**src/rtl/modbus_pkg.sv**
```systemverilog
`default_nettype none

package modbus_pkg;

  // Serial byte as delivered by the UART.
  typedef logic [7:0] byte_t;

  typedef logic [7:0] slave_addr_t;

  // Register file side of the bus.
  typedef logic [15:0] reg_addr_t;
  typedef logic [15:0] reg_data_t;
  typedef logic [15:0] reg_count_t;

  typedef logic [15:0] crc_t;

  localparam byte_t FN_READ_HOLDING = 8'd3;

  // CRC-16/Modbus uses the reflected form of 0x8005.
  localparam crc_t CRC_INIT = 16'hFFFF;
  localparam crc_t CRC_POLY = 16'hA001;

  localparam reg_count_t MAX_READ_COUNT = 16'd125; // Largest count a reply can carry.

  localparam int REQ_LENGTH = 8; // Address, function, start, count, CRC.

endpackage

`default_nettype wire

```
**src/rtl/modbus_crc.sv**
```systemverilog
`timescale 1ns/100ps
`default_nettype none

module modbus_crc (
  input  logic                clk,
  input  logic                rst,
  input  logic                clear,
  input  logic                enable,
  input  modbus_pkg::byte_t   din,
  output modbus_pkg::crc_t    crc
);
  import modbus_pkg::*;

  // One whole byte per call, LSB first as the line sends it.
  function automatic crc_t crc_fold(crc_t crc_in, byte_t data);
    crc_t acc;
    acc = crc_in ^ crc_t'(data);
    for (int i = 0; i < 8; i++)
    begin
      acc = acc[0] ? ((acc >> 1) ^ CRC_POLY) : (acc >> 1);
    end
    return acc;
  endfunction

  always_ff @(posedge clk)
  begin
    if (rst)
      crc <= CRC_INIT;
    else if (clear)
      crc <= enable ? crc_fold(CRC_INIT, din) : CRC_INIT; // First byte of a frame.
    else if (enable)
      crc <= crc_fold(crc, din);
  end

  a_crc_known : assert property (@(posedge clk) disable iff (rst) !$isunknown(crc))
    else $error("CRC register went unknown");

endmodule

`default_nettype wire

```
**src/rtl/modbus_frame_rx.sv**
```systemverilog
`timescale 1ns/100ps
`default_nettype none

module modbus_frame_rx (
  input  logic                      clk,
  input  logic                      rst,
  input  logic                      ready,
  input  logic                      rxerr,
  input  logic                      resp_busy,
  input  modbus_pkg::byte_t         din,
  output logic                      frame_start,
  output logic                      crc_enable,
  output logic                      frame_done,
  output modbus_pkg::slave_addr_t   req_slave,
  output modbus_pkg::byte_t         req_function,
  output modbus_pkg::reg_addr_t     req_start,
  output modbus_pkg::reg_count_t    req_count,
  output modbus_pkg::crc_t          req_crc
);
  import modbus_pkg::*;

  typedef enum logic {
    RX_IDLE,
    RX_COLLECT
  } rx_state_t;

  rx_state_t  state;
  logic [2:0] byte_idx;
  logic       take;

  // The done cycle is blocked too, since the controller only raises
  // resp_busy one cycle later and req_slave would be overwritten.
  assign take = ready && !rxerr && !resp_busy && !frame_done;

  assign frame_start = take && (state == RX_IDLE);

  // The two trailing CRC bytes are not part of the checked data.
  assign crc_enable = take && (byte_idx < 3'd6);

  always_ff @(posedge clk)
  begin
    if (rst)
    begin
      state      <= RX_IDLE;
      byte_idx   <= '0;
      frame_done <= 1'b0;
    end
    else
    begin
      frame_done <= 1'b0;
      if (ready && rxerr)
      begin
        state    <= RX_IDLE; // Line error, drop whatever was collected.
        byte_idx <= '0;
      end
      else if (take)
      begin
        if (byte_idx == 3'(REQ_LENGTH - 1))
        begin
          state      <= RX_IDLE;
          byte_idx   <= '0;
          frame_done <= 1'b1;
        end
        else
        begin
          state    <= RX_COLLECT;
          byte_idx <= byte_idx + 3'd1;
        end
      end
    end
  end

  // Request fields are big-endian on the wire. The CRC comes low byte first.
  always_ff @(posedge clk)
  begin
    if (take)
    begin
      case (byte_idx)
        3'd0: req_slave          <= din;
        3'd1: req_function       <= din;
        3'd2: req_start[15:8]    <= din;
        3'd3: req_start[7:0]     <= din;
        3'd4: req_count[15:8]    <= din;
        3'd5: req_count[7:0]     <= din;
        3'd6: req_crc[7:0]       <= din;
        3'd7: req_crc[15:8]      <= din;
        default: req_slave       <= req_slave;
      endcase
    end
  end

  // The fields are only safe once the controller holds off new bytes.
  a_busy_after_done : assert property (@(posedge clk) disable iff (rst)
    frame_done |=> resp_busy)
    else $error("Finished frame was not taken up by the controller");

endmodule

`default_nettype wire

```
**src/rtl/modbus_resp_ctrl.sv**
```systemverilog
`timescale 1ns/100ps
`default_nettype none

module modbus_resp_ctrl (
  input  logic                      clk,
  input  logic                      rst,
  input  logic                      frame_done,
  input  logic                      txbusy,
  input  logic                      ack,
  input  modbus_pkg::slave_addr_t   maddr,
  input  modbus_pkg::slave_addr_t   req_slave,
  input  modbus_pkg::byte_t         req_function,
  input  modbus_pkg::reg_addr_t     req_start,
  input  modbus_pkg::reg_count_t    req_count,
  input  modbus_pkg::crc_t          req_crc,
  input  modbus_pkg::crc_t          calc_crc,
  input  modbus_pkg::reg_data_t     rdata,
  output logic                      resp_busy,
  output logic                      send,
  output logic                      valid,
  output modbus_pkg::byte_t         dout,
  output modbus_pkg::reg_addr_t     raddr
);
  import modbus_pkg::*;

  typedef enum logic [2:0] {
    ST_IDLE,
    ST_CHECK,
    ST_HEADER,
    ST_READ,
    ST_DATA_HI,
    ST_DATA_LO,
    ST_CRC_LO,
    ST_CRC_HI
  } state_t;

  state_t     state;
  logic [1:0] hdr_idx;
  reg_count_t regs_left;
  reg_data_t  data_q;
  crc_t       rx_crc_q;
  crc_t       tx_crc;
  byte_t      byte_count;
  logic       guard;
  logic       txbusy_q;
  logic       tx_state;
  logic       req_ok;
  logic       tx_clear;
  logic       tx_fold;

  assign byte_count = {req_count[6:0], 1'b0}; // Count is at most 125 here.

  assign req_ok = (req_slave == maddr) && (req_function == FN_READ_HOLDING) &&
                  (req_count != '0) && (req_count <= MAX_READ_COUNT) &&
                  (req_crc == rx_crc_q);

  assign tx_state = (state == ST_HEADER) || (state == ST_DATA_HI) ||
                    (state == ST_DATA_LO) || (state == ST_CRC_LO) || (state == ST_CRC_HI);

  // The transmitter must have been idle for two samples, and the cycle right
  // after a pulse is skipped while txbusy catches up.
  assign send      = tx_state && !guard && !txbusy && !txbusy_q;
  assign valid     = (state == ST_READ);
  assign resp_busy = (state != ST_IDLE);

  always_comb
  begin
    case (state)
      ST_HEADER:  dout = (hdr_idx == 2'd0) ? maddr :
                         (hdr_idx == 2'd1) ? FN_READ_HOLDING : byte_count;
      ST_DATA_HI: dout = data_q[15:8];
      ST_DATA_LO: dout = data_q[7:0];
      ST_CRC_LO:  dout = tx_crc[7:0];
      ST_CRC_HI:  dout = tx_crc[15:8];
      default:    dout = '0;
    endcase
  end

  // Everything sent before the CRC bytes goes into the reply CRC.
  assign tx_clear = (state == ST_CHECK) && req_ok;
  assign tx_fold  = send && ((state == ST_HEADER) || (state == ST_DATA_HI) ||
                             (state == ST_DATA_LO));

  modbus_crc u_tx_crc (
    .clk    (clk),
    .rst    (rst),
    .clear  (tx_clear),
    .enable (tx_fold),
    .din    (dout),
    .crc    (tx_crc)
  );

  always_ff @(posedge clk)
  begin
    if (rst)
    begin
      state    <= ST_IDLE;
      hdr_idx  <= '0;
      guard    <= 1'b0;
      txbusy_q <= 1'b0;
    end
    else
    begin
      guard    <= send;
      txbusy_q <= txbusy;
      case (state)
        ST_IDLE:    if (frame_done) state <= ST_CHECK;
        ST_CHECK:
        begin
          hdr_idx <= '0;
          state   <= req_ok ? ST_HEADER : ST_IDLE; // Bad requests get no answer.
        end
        ST_HEADER:
          if (send)
          begin
            if (hdr_idx == 2'd2)
              state <= ST_READ;
            else
              hdr_idx <= hdr_idx + 2'd1;
          end
        ST_READ:    if (ack) state <= ST_DATA_HI;
        ST_DATA_HI: if (send) state <= ST_DATA_LO;
        ST_DATA_LO: if (send) state <= (regs_left == 16'd1) ? ST_CRC_LO : ST_READ;
        ST_CRC_LO:  if (send) state <= ST_CRC_HI;
        ST_CRC_HI:  if (send) state <= ST_IDLE;
        default:    state <= ST_IDLE;
      endcase
    end
  end

  always_ff @(posedge clk)
  begin
    if ((state == ST_IDLE) && frame_done)
      rx_crc_q <= calc_crc;
    if (state == ST_CHECK)
    begin
      raddr     <= req_start;
      regs_left <= req_count;
    end
    if ((state == ST_READ) && ack)
      data_q <= rdata;
    if ((state == ST_DATA_LO) && send)
    begin
      raddr     <= raddr + 16'd1; // Next register once both data bytes are out.
      regs_left <= regs_left - 16'd1;
    end
  end

  // A byte held back by the transmitter must go out unchanged.
  a_hold_byte : assert property (@(posedge clk) disable iff (rst)
    tx_state && !send |=> tx_state && $stable(dout))
    else $error("Pending reply byte changed before it was sent");

  a_valid_held : assert property (@(posedge clk) disable iff (rst)
    valid && !ack |=> valid && $stable(raddr))
    else $error("Bus read dropped before ack");

endmodule

`default_nettype wire

```
**src/rtl/modbus_endpoint.sv**
```systemverilog
`timescale 1ns/100ps
`default_nettype none

module modbus_endpoint (
  input  logic                      clk,
  input  logic                      rst,
  input  logic                      ready,
  input  logic                      rxerr,
  input  logic                      txbusy,
  input  logic                      ack,
  input  modbus_pkg::slave_addr_t   maddr,
  input  modbus_pkg::byte_t         din,
  input  modbus_pkg::reg_data_t     rdata,
  output logic                      send,
  output logic                      valid,
  output modbus_pkg::byte_t         dout,
  output modbus_pkg::reg_addr_t     raddr
);
  import modbus_pkg::*;

  logic        frame_start;
  logic        crc_enable;
  logic        frame_done;
  logic        resp_busy;
  slave_addr_t req_slave;
  byte_t       req_function;
  reg_addr_t   req_start;
  reg_count_t  req_count;
  crc_t        req_crc;
  crc_t        calc_crc;

  modbus_frame_rx u_frame_rx (
    .clk          (clk),
    .rst          (rst),
    .ready        (ready),
    .rxerr        (rxerr),
    .resp_busy    (resp_busy),
    .din          (din),
    .frame_start  (frame_start),
    .crc_enable   (crc_enable),
    .frame_done   (frame_done),
    .req_slave    (req_slave),
    .req_function (req_function),
    .req_start    (req_start),
    .req_count    (req_count),
    .req_crc      (req_crc)
  );

  // Runs on the same bytes as the collector and stops before the CRC field.
  modbus_crc u_rx_crc (
    .clk    (clk),
    .rst    (rst),
    .clear  (frame_start),
    .enable (crc_enable),
    .din    (din),
    .crc    (calc_crc)
  );

  modbus_resp_ctrl u_resp_ctrl (
    .clk          (clk),
    .rst          (rst),
    .frame_done   (frame_done),
    .txbusy       (txbusy),
    .ack          (ack),
    .maddr        (maddr),
    .req_slave    (req_slave),
    .req_function (req_function),
    .req_start    (req_start),
    .req_count    (req_count),
    .req_crc      (req_crc),
    .calc_crc     (calc_crc),
    .rdata        (rdata),
    .resp_busy    (resp_busy),
    .send         (send),
    .valid        (valid),
    .dout         (dout),
    .raddr        (raddr)
  );

endmodule

`default_nettype wire

```
**config.mk**
```make
export PLATFORM = sky130hd
export DESIGN_NAME = modbus_endpoint
export DESIGN_NICKNAME = d
export VERILOG_FILES = /design/src/rtl/modbus_pkg.sv /design/src/rtl/modbus_crc.sv /design/src/rtl/modbus_frame_rx.sv /design/src/rtl/modbus_resp_ctrl.sv /design/src/rtl/modbus_endpoint.sv
export SDC_FILE = /design/constraint.sdc
export NUM_CORES = 1
export LEC_CHECK = 0
export ABC_AREA = 1
export BUFFER_PORTS_ARGS = -buffer_cell sky130_fd_sc_hd__buf_2
export CORE_MARGIN = 3
export CORE_UTILIZATION = 50
export CTS_CLUSTER_SIZE = 10
export DETAILED_ROUTE_END_ITERATION = 7
export GPL_ROUTABILITY_DRIVEN = 0
export GPL_TIMING_DRIVEN = 0
export PLACE_DENSITY = 0.71
export SETUP_SLACK_MARGIN = 0.3
export SYNTH_ARGS = -nofsm -noshare
export SYNTH_HDL_FRONTEND = slang
export SYNTH_HIERARCHICAL = 1
export SYNTH_SLANG_ARGS = --single-unit
```
**constraint.sdc**
```tcl
create_clock -name clk -period 2.2 [get_ports clk]
set_input_delay 0.11 -clock clk [delete_from_list [all_inputs] [get_ports clk]]
set_output_delay 0.11 -clock clk [all_outputs]
set_load 0.1 [all_outputs]
```
==> results.ini, run 1 <==
[sta]
hold_violations=0
setup_tns_ns=-1.96
relSlewSlack=0.452
setup_violations=10
rsz0062_at_grt=true
period_minus_slack_ns=2.63
tightest_slew_ns=0.823
layout_setup_ws_ns=-0.426
maxSlewViolCount=0
finClkSkew_ns=0.0125
fmax_mhz=381
finalCritPeriodShare=1.19

[placement]
dp_slack_ns=-0.673
port_buffers=63
hpwl_um=15900
placed_area_um2=9830

[critical_path]
path_common_cell=nand2_1
critical_path.top_delay_family=simple AND/OR/NAND/NOR gates
reg2regPathDepth=18
path_max_fanout=5
slowest_stage=dfxtp_2
required_ns=2.52
r2r_end=u_resp_ctrl/u_tx_crc/crc[0]$_SDFFE_PP1P_
r2r_setup_slack_ns=-0.43
cp.arrival_ns=2.95
r2r-start=u_resp_ctrl/hdr_idx[1]$_SDFFE_PP0P_
crit_type=reg2reg
end_kind=register
crit_buf_inv=3
startpoint_type=register
worstPathCellList=inv_4 -> ha_4 -> nor2_4 -> buf_4 -> a22oi_2 -> o2111ai_4 -> nand2_1 -> nand2_1 -> nand2_1 -> nand2_1 -> nand2_4 -> nand3_4 -> buf_6 -> nand3_2 -> nand3_1 -> nand2_1 -> nand2_1 -> nand2_1
crit_path_max_incr_delay_ns=0.37

[detailed_routing]
num_vias=8859
drt_iter0_drc=1129
avgViaCountPerCell=5.84
drt_first_pass_iters=5
wl_um=30200
wire_per_inst_um=19.9
ant_nets=0
drcViolationCount=0

[logic_synthesis]
syn_nets=1106
ys_types=45
synth_seq_cells=172
syn_inst=1056
ys_async_sr_fraction=0
yosysSeqAreaShare=0.525
syn_area_um2=9010
synth-warning-count=6
avgSynthCellArea_um2=8.53
ys.flop_type=edfxtp_1
synth_edf_count=128

[worst_hold_path]
worstHoldEndpoint=u_frame_rx/byte_idx[2]$_SDFFE_PP0P_
hold_path_class=in2reg
holdPathStages=4
hp-start=rxerr

[global_routing]
grtUsageTotal=0.255
grt_pass1_wl_um=39900
grt_max_degree=17
antenna_found_initial=0
grt_pass1_vias=7893
grt-ovfl-total=0

[final_layout]
area_growth_pct=43.6
drive_above_1_share=0.353
fill_cells=1042
design_area_um2=12900
layout_commonest_cell=nand2_1
finalNetCount=1329
layout_common_cells=266 x nand2_1, 128 x edfxtp_1, 113 x inv_1
diodes=0
fin_util=0.740

[die]
die_w_um=140
num_rows=48
dieArea_um2=19700
coreArea_um2=17500
io_pins=64
die_h_um=140
initial_core_util=0.515

[power]
p_per_area_nw_per_um2=1280
leakagePower_uw=0.00549
ir_drop_uv=972
power_uw=16600

[clocking]
worst_skew_pair.late_latency_ns=0.43
cts_tree=done
cts_buffers=17
clkTransAtPathRegs_ns=0.07
cts_buffer_depth=2
cts_root_buffer=clkbuf_16
clock-sinks=172
cts.htree.levels=4

[flow_run]
cap_viol_max_count=0

[run_status]
violations=setup timing
outcome=complete, but fails checks

## layout make-up
| type | count | area [um2] | share of cell area |
|---|---|---|---|
| Buffer | 16 | 224 | 0.0173 |
| Clock buffer | 17 | 425 | 0.0329 |
| Multi-Input combinational cell | 728 | 4620 | 0.357 |
| Inverter | 144 | 618 | 0.0478 |
| Clock inverter | 15 | 136 | 0.0105 |
| Timing Repair Buffer | 198 | 1890 | 0.146 |
| Timing Repair inverter | 2 | 15.0 | 0.00116 |
| Tap cell | 225 | 282 | 0.0218 |
| Sequential cell | 172 | 4730 | 0.366 |
## tightest hold or removal path, cell delays in order
cell	delay [ns]
buf_2	0.11
a21oi_1	0.09
nand2_1	0.08
nor2_1	0.03
## layer usage
metal,global-route usage,share of wire
met1,0.335,0.37
met3,0.0498,0.092
met4,0.0938,0.040
met2,0.421,0.49
met5,0,0
## Yosys cell counts, drive strengths merged, types with 10 or more instances
library cell	count	area, um2
nor2	101	434
dfxtp	44	881
ha	12	150
nand3	41	210
o211ai	22	165
inv	142	538
xnor2	21	184
a22oi	10	75.1
nand4	17	106
o21ai	58	305
buf	13	100
xor2	19	166
nor3	16	85.1
edfxtp	128	3840
a21oi	31	155
nand2	350	1370
## per-stage QoR
stage               hold WS [ns]  cells
floorplan                  0.180   1056
global placement           0.287   1344
detailed placement         0.289   1344
CTS                       0.0217   1457
global route              0.0563   1517
finish                    0.0254   1517
## worst max path at each step
| stage | from | endpoint | depth (start not counted) |
|---|---|---|---|
| 3_3_place_gp | u_resp_ctrl/state[2]$_SDFFE_PP0P_ | u_resp_ctrl/u_tx_crc/crc[0]$_SDFFE_PP1P_ | 18 |
| 6_report | u_resp_ctrl/hdr_idx[1]$_SDFFE_PP0P_ | u_resp_ctrl/u_tx_crc/crc[0]$_SDFFE_PP1P_ | 18 |
| 3_5_place_dp | u_resp_ctrl/state[2]$_SDFFE_PP0P_ | u_resp_ctrl/u_tx_crc/crc[0]$_SDFFE_PP1P_ | 18 |
| 5_1_grt | u_resp_ctrl/hdr_idx[1]$_SDFFE_PP0P_ | u_resp_ctrl/u_tx_crc/crc[0]$_SDFFE_PP1P_ | 20 |
| 2_1_floorplan | u_resp_ctrl/hdr_idx[0]$_SDFFE_PP0P_ | u_resp_ctrl/u_tx_crc/crc[0]$_SDFFE_PP1P_ | 19 |
| 4_1_cts | u_resp_ctrl/state[2]$_SDFFE_PP0P_ | u_resp_ctrl/u_tx_crc/crc[0]$_SDFFE_PP1P_ | 20 |
## where the power goes
part / leakage (uW) / total [uW] / switching (uW) / internal, uW
clock network: 0.000269 / 2920 / 1340 / 1580
registers: 0.00152 / 4380 / 405 / 3980
logic: 0.00370 / 9280 / 5690 / 3590
total: 0.00549 / 16600 / 7440 / 9140
## logic make-up after synthesis
logic type                 Yosys count  share of synthesized area
adders and majority gates           12                     0.0167
buffers and inverters              160                     0.0729
and+or+nand+nor                    532                      0.252
AOI/OAI and AO/OA                  140                     0.0946
xor gates and xnor gates            40                     0.0389
DFF                                172                      0.525
## flip-flops by register name (all words and copies together), names as in the netlist, 2 cells and up
signal                    cells
u_frame_rx/byte_idx           3
u_resp_ctrl/rx_crc_q         16
u_frame_rx/req_count         16
u_frame_rx/req_function       8
u_resp_ctrl/raddr            16
u_frame_rx/req_crc           16
u_frame_rx/req_start         16
u_resp_ctrl/data_q           16
u_rx_crc/crc                 16
u_resp_ctrl/hdr_idx           2
u_resp_ctrl/state             3
u_frame_rx/req_slave          8
u_resp_ctrl/u_tx_crc/crc     16
u_resp_ctrl/regs_left        16
## repair_timing
action                                 4_1_cts  5_1_grt
endpoints found under the hold margin       21        0
pin swaps                                   42       76
setup endpoints to repair                  145      146
cloned                                       4        7
hold buffers                                20        0
buffers inserted                            57       53
resized for setup                          139      198
No activity file was read; power rests on OpenSTA's default activity.
==> run 2: changes to the inputs <==
CORE_UTILIZATION = 55   (was 50)
PLACE_DENSITY = 0.77   (was 0.71)
SYNTH_HIERARCHICAL = not set   (was 1)
==> results.ini, run 2 <==
[run_status]
outcome=complete, but fails checks
violations=setup timing

[sta]
maxSlewViolCount=0
holdWs_ns=0.0288
setup_violations=22
tightest_slew_ns=0.835
period_minus_slack_ns=2.52
finalCritPeriodShare=1.15
finClkSkew_ns=0.0127
hold_violations=0
layout_setup_ws_ns=-0.324
relSlewSlack=0.443
fmax_mhz=396
rsz0062_at_grt=true

[logic_synthesis]
synth.area.top_cells=edfxtp_1 45%, dfxtp_1 10%, nand2_1 8.8%
synth_edf_count=128
syn_inst=885
yosysSeqAreaShare=0.557
avgSynthCellArea_um2=9.58
synth_seq_cells=172
yosysMostFrequentCell=nand2_1
netlist.area_leader.share=0.453
synth-warning-count=0
ys_types=41
ys_async_sr_fraction=0
synth_area_leader_cell=edfxtp_1
syn_nets=935
ys.flop_type=edfxtp_1
synth_top_cells_by_count=198 x nand2_1, 128 x edfxtp_1, 91 x inv_1, 54 x nor2_1, 50 x nand3_1
syn_area_um2=8480

[critical_path]
r2r_setup_slack_ns=-0.32
startpoint_type=register
r2r-start=u_resp_ctrl.hdr_idx[0]$_SDFFE_PP0P_
crit_buf_inv=2
crit_path_max_incr_delay_ns=0.38
worstPathCellList=inv_4 -> ha_4 -> clkinv_8 -> o21ai_4 -> nand2_4 -> nand2_8 -> nand2_1 -> nand2_2 -> nand2_1 -> nand2_1 -> nand3_1 -> nand2_2 -> nand2_4 -> nand2_4 -> nand2_2 -> nand3_2 -> nand4_1
reg2regPathDepth=17
r2r_end=u_resp_ctrl.u_tx_crc.crc[15]$_SDFFE_PP1P_
crit_type=reg2reg
critical_path.top_delay_family=simple AND/OR/NAND/NOR gates
path_max_fanout=8
slowest_stage=dfxtp_4
end_kind=register
cp.arrival_ns=2.81
required_ns=2.49

[die]
coreArea_um2=14800
num_rows=44
die_w_um=130
io_pins=64
dieArea_um2=16900
initial_core_util=0.573
die_h_um=130

[flow_run]
cap_viol_max_count=0

[worst_hold_path]
worstHoldEndpoint=u_frame_rx.byte_idx[2]$_SDFFE_PP0P_
holdPathStages=4
hold_path_class=in2reg
hp-start=ready

[final_layout]
seqCellArea_um2=4740
finalNetCount=1138
layout_commonest_cell=edfxtp_1
multi_input_area_um2=4610
area_growth_pct=47.0
layout_common_cells=128 x edfxtp_1, 125 x nand2_1, 80 x inv_1
fin_cells=1285
drive_above_1_share=0.440
fill_cells=629
diodes=0
design_area_um2=12500

[clocking]
cts_buffer_depth=2
cts_tree=done
worst_skew_pair.late_latency_ns=0.45
clkTransAtPathRegs_ns=0.08
cts.htree.levels=4
cts_buffers=17
clock-sinks=172
cts_root_buffer=clkbuf_16

[detailed_routing]
drt_iter0_drc=1471
drt_first_pass_iters=6
wl_um=33000
drcViolationCount=0
num_vias=8379
ant_nets=0
avgViaCountPerCell=6.52
wire_per_inst_um=25.7

[placement]
port_buffers=63
dp_cells=1132
hpwl_um=14300
placed_area_um2=9290
dp_slack_ns=-0.238

[power]
p_per_area_nw_per_um2=789
ir_drop_uv=605
leakagePower_uw=0.00523
power_uw=9840

[global_routing]
grt_pass1_vias=7460
grt-ovfl-total=0
grtUsageTotal=0.301
grt_max_degree=33
grt_pass1_wl_um=38800
antenna_found_initial=0

run 2: repair_timing:
action / CTS / global route
setup endpoints to repair: 187 / 159
pin swaps: 82 / 105
cloned: 3 / 3
hold buffers: 17 / 0
buffers inserted: 65 / 33
hold endpoints to repair: 17 / 0
gates resized for setup: 241 / 141
run 2: layer usage:
layer | part of all wire | global-route usage
met1 | 0.34 | 0.368
met2 | 0.48 | 0.509
met3 | 0.11 | 0.0692
met4 | 0.071 | 0.139
met5 | 0 | 0
run 2: cells by family after synthesis:
logic type,synth area share
flip-flops,0.557
AND/OR/NAND/NOR,0.219
adder cells (fa/ha/maj),0.0177
AO/OA/AOI/OAI,0.0831
XOR/XNOR,0.0651
buffers and inverters,0.0578
run 2: worst max-delay path by stage:
stage / from / endpoint / slack [ns] / depth (start not counted)
2_1_floorplan: u_resp_ctrl.hdr_idx[0]$_SDFFE_PP0P_ / u_resp_ctrl.u_tx_crc.crc[0]$_SDFFE_PP1P_ / -0.59 / 13
3_3_place_gp: u_resp_ctrl.state[2]$_SDFFE_PP0P_ / u_resp_ctrl.raddr[4]$_DFFE_PP_ / -0.23 / 7
3_5_place_dp: u_resp_ctrl.state[2]$_SDFFE_PP0P_ / u_resp_ctrl.raddr[1]$_DFFE_PP_ / -0.24 / 7
4_1_cts: u_resp_ctrl.regs_left[1]$_DFFE_PP_ / u_resp_ctrl.regs_left[15]$_DFFE_PP_ / -0.03 / 14
5_1_grt: u_resp_ctrl.hdr_idx[0]$_SDFFE_PP0P_ / u_resp_ctrl.u_tx_crc.crc[15]$_SDFFE_PP1P_ / -0.33 / 17
6_report: u_resp_ctrl.hdr_idx[0]$_SDFFE_PP0P_ / u_resp_ctrl.u_tx_crc.crc[15]$_SDFFE_PP1P_ / -0.32 / 17
run 2: through the flow:
step / util / TNS, ns
2_1_floorplan: - / -3.32
3_3_place_gp: 0.627 / -15.28
3_5_place_dp: 0.627 / -20.97
4_1_cts: 0.781 / -0.0281
5_1_grt: 0.842 / -3.40
6_report: 0.842 / -3.10
run 2: area by class of cell:
| type | count | share of cell area |
|---|---|---|
| plain buffers | 19 | 0.0165 |
| clock buffers | 18 | 0.0352 |
| clock inverters | 14 | 0.0151 |
| inverters | 105 | 0.0354 |
| multi-input cells | 592 | 0.370 |
| flip-flops and latches | 172 | 0.380 |
| well taps | 184 | 0.0185 |
| repair buffers | 181 | 0.129 |
run 2: report_power, final:
part	internal (uW)	total, uW	leakage (uW)	switching, uW
combinational	1010	2670	0.00341	1660
clock	1850	3280	0.000301	1440
sequential	3700	3890	0.00152	186
run 2: worst register-to-register path: stages (launching register included):
cell and delay [ns]:
dfxtp_4 0.38, inv_4 0.10, ha_4 0.21, clkinv_8 0.12, o21ai_4 0.29, nand2_4 0.13, nand2_8 0.10, nand2_1 0.10
nand2_2 0.14, nand2_1 0.10, nand2_1 0.11, nand3_1 0.10, nand2_2 0.09, nand2_4 0.07, nand2_4 0.08, nand2_2 0.07
nand3_2 0.08, nand4_1 0.09
==> run 3: changes to the inputs <==
ABC_AREA = not set   (was 1)
CORE_UTILIZATION = 54   (was 55)
PLACE_DENSITY = 0.76   (was 0.77)
==> results.ini, run 3 <==
[run_status]
outcome=complete, but fails checks
violations=setup timing

[final_layout]
area_growth_pct=41.7
fill_cells=778
layout_commonest_cell=edfxtp_1
drive_above_1_share=0.400
layout_common_cells=128 x edfxtp_1, 66 x nand2_1, 53 x buf_2
finalNetCount=929
diodes=0

[clocking]
worst_skew_pair.late_latency_ns=0.43
cts_buffers=17
clkTransAtPathRegs_ns=0.07
cts_buffer_depth=2
cts_tree=done
cts.htree.levels=4
cts_root_buffer=clkbuf_16
clock-sinks=172

[sta]
holdWs_ns=0.0243
fmax_mhz=376
maxSlewViolCount=0
period_minus_slack_ns=2.66
layout_setup_ws_ns=-0.460
relSlewSlack=0.463
finalCritPeriodShare=1.21
finClkSkew_ns=0.00798
setup_violations=14
tightest_slew_ns=0.806
hold_violations=0
rsz0062_at_grt=true

[power]
p_clk_frac=0.372
power_uw=8000
p_per_area_nw_per_um2=698
swShare=0.269
switching_power_uw=2150
leakagePower_uw=0.00417
seq_power_share=0.462
power_frac_comb=0.166
intPower_uw=5840
ir_drop_uv=557

[global_routing]
grt_pass1_wl_um=35300
grt_pass1_vias=6440
antenna_found_initial=0
grt_max_degree=34
grtUsageTotal=0.282
grt-ovfl-total=0

[worst_hold_path]
holdPathStages=3
hold_path_class=in2reg
worstHoldEndpoint=u_resp_ctrl.state[2]$_SDFFE_PP0P_
hp-start=ack

[critical_path]
r2r_setup_slack_ns=-0.46
r2r_end=u_resp_ctrl.u_tx_crc.crc[0]$_SDFFE_PP1P_
crit_type=reg2reg
cp.arrival_ns=2.96
worstPathCellList=inv_2 -> buf_6 -> ha_4 -> nor2_4 -> a22oi_2 -> o21ai_4 -> xor2_2 -> xnor2_2 -> buf_4 -> xor2_2 -> a211oi_1 -> nor4_2 -> nand3_1
required_ns=2.50
path_common_cell=xor2_2
end_kind=register
startpoint_type=register
r2r-start=u_resp_ctrl.hdr_idx[1]$_SDFFE_PP0P_
slowest_stage=dfxtp_2
crit_buf_inv=3
crit_path_max_incr_delay_ns=0.35
reg2regPathDepth=13
critical_path.top_delay_family=simple AND/OR/NAND/NOR gates
path_max_fanout=5

[logic_synthesis]
netlist.area_leader.share=0.475
yosysSeqAreaShare=0.584
ys_async_sr_fraction=0
synth_area_leader_cell=edfxtp_1
synth_top_cells_by_count=128 x edfxtp_1, 86 x nand2_1, 54 x o21ai_0, 48 x xnor2_1, 46 x xor2_1
synthXorXnorAreaFrac=0.115
avgSynthCellArea_um2=11.5
synth.area.top_cells=edfxtp_1 48%, dfxtp_1 11%, xnor2_1 5.2%
synth_mux_area_frac=0.0235
ys_types=55
ys.flop_type=edfxtp_1
synthAdderAreaFrac=0.0186
synth-simple-area-share=0.134
synth_top_family_by_area=simple AND/OR/NAND/NOR gates
synth_compound_area_frac=0.0984
syn_area_um2=8080
synth_seq_cells=172
synth_edf_count=128
synth-warning-count=0
yosysMostFrequentCell=edfxtp_1
syn_inst=704
syn_nets=754

[placement]
port_buffers=63
dp_slack_ns=-0.493
hpwl_um=13500

[die]
die_h_um=128
initial_core_util=0.554
num_rows=44
dieArea_um2=16500
io_pins=64
die_w_um=128
coreArea_um2=14600

[detailed_routing]
num_vias=6671
drt_first_pass_iters=5
wl_um=25100
drcViolationCount=0
wire_per_inst_um=23.3
ant_nets=0
avgViaCountPerCell=6.20
drt_iter0_drc=831

[flow_run]
cap_viol_max_count=0

[run 3: cell count changes in the layout (fill, tap and decap cells not counted), moves of 21 or more]
cell     change
inv_1       -68
nand2_4     -31
nor2_4      -30
nand2_2     -35
xnor2_1     +21
buf_6       -26
nand2_1     -59
[run 3: per-stage QoR]
step                      area [um2]  cells  setup TNS (ns)   util
after floorplan                 8420    704           -2.61      -
after global placement          8970    951           -5.67  0.615
after detailed placement        8970    951           -6.65  0.615
after CTS                      10800   1048          -0.752  0.737
after global routing           11500   1076           -3.78  0.785
final                          11500   1076           -1.91  0.785
[run 3: layout make-up]
cell class | instances | area, um2 | share of cell area
sequential | 172 | 4750 | 0.415
multi-input combinational | 487 | 4090 | 0.357
timing repair buffer | 155 | 1380 | 0.121
clock buffer | 19 | 433 | 0.0378
buffer | 28 | 345 | 0.0302
tap | 184 | 230 | 0.0201
clock inverter | 13 | 144 | 0.0126
inverter | 18 | 80.1 | 0.00699
[run 3: worst reg2reg max path: cells and delay by family, from the launching register on]
kind	cells	cell delay, ns
AO/OA/AOI/OAI	3	0.42
XOR/XNOR	3	0.56
adder cells (fa/ha/maj)	1	0.20
buffers and inverters	3	0.36
flip-flops	1	0.35
AND/OR/NAND/NOR	3	0.66
[run 3: kinds of logic after synthesis]
kind of cell / count (synthesis)
xor+xnor: 100
fa+ha+maj: 12
mux: 14
simple gates: 225
buf+inv: 47
flops: 172
compound gates: 134
[run 3: repair_timing]
action | in CTS | in global routing
buffers inserted | 46 | 24
gates cloned | 2 | 5
pin swaps | 51 | 43
hold buffers | 17 | 0
hold endpoints to repair | 17 | 0
endpoints found under the setup margin | 201 | 192
resized for setup | 167 | 130
[run 3: power groups by stage]
stage	Combinational, uW	Sequential (uW)	Clock, uW
after floorplan	500	3860	0
after global placement	815	3740	0
after detailed placement	842	3740	0
after CTS	1060	3680	2970
after global routing	1390	3700	3140
final	1330	3690	2980
[run 3: metal layers]
| layer | vias up | track usage | share of wire |
|---|---|---|---|
| li1 | 2905 | - | - |
| met1 | 3276 | 0.356 | 0.37 |
| met2 | 414 | 0.479 | 0.52 |
| met3 | 76 | 0.0506 | 0.076 |
| met4 | 0 | 0.120 | 0.032 |
| met5 | - | 0 | 0 |
[run 3: how the worst max path moves through the flow]
stage                                              startpoint                                   endpoint  slack [ns]  depth (start not counted)
final                     u_resp_ctrl.hdr_idx[1]$_SDFFE_PP0P_   u_resp_ctrl.u_tx_crc.crc[0]$_SDFFE_PP1P_       -0.46                         13
after CTS                 u_resp_ctrl.hdr_idx[1]$_SDFFE_PP0P_  u_resp_ctrl.u_tx_crc.crc[15]$_SDFFE_PP1P_       -0.24                         12
after floorplan           u_resp_ctrl.hdr_idx[0]$_SDFFE_PP0P_  u_resp_ctrl.u_tx_crc.crc[15]$_SDFFE_PP1P_       -0.62                         12
after global routing        u_resp_ctrl.state[1]$_SDFFE_PP0P_  u_resp_ctrl.u_tx_crc.crc[15]$_SDFFE_PP1P_       -0.55                         12
after detailed placement  u_resp_ctrl.hdr_idx[1]$_SDFFE_PP0P_  u_resp_ctrl.u_tx_crc.crc[15]$_SDFFE_PP1P_       -0.49                         11
after global placement    u_resp_ctrl.hdr_idx[1]$_SDFFE_PP0P_  u_resp_ctrl.u_tx_crc.crc[15]$_SDFFE_PP1P_       -0.44                         11
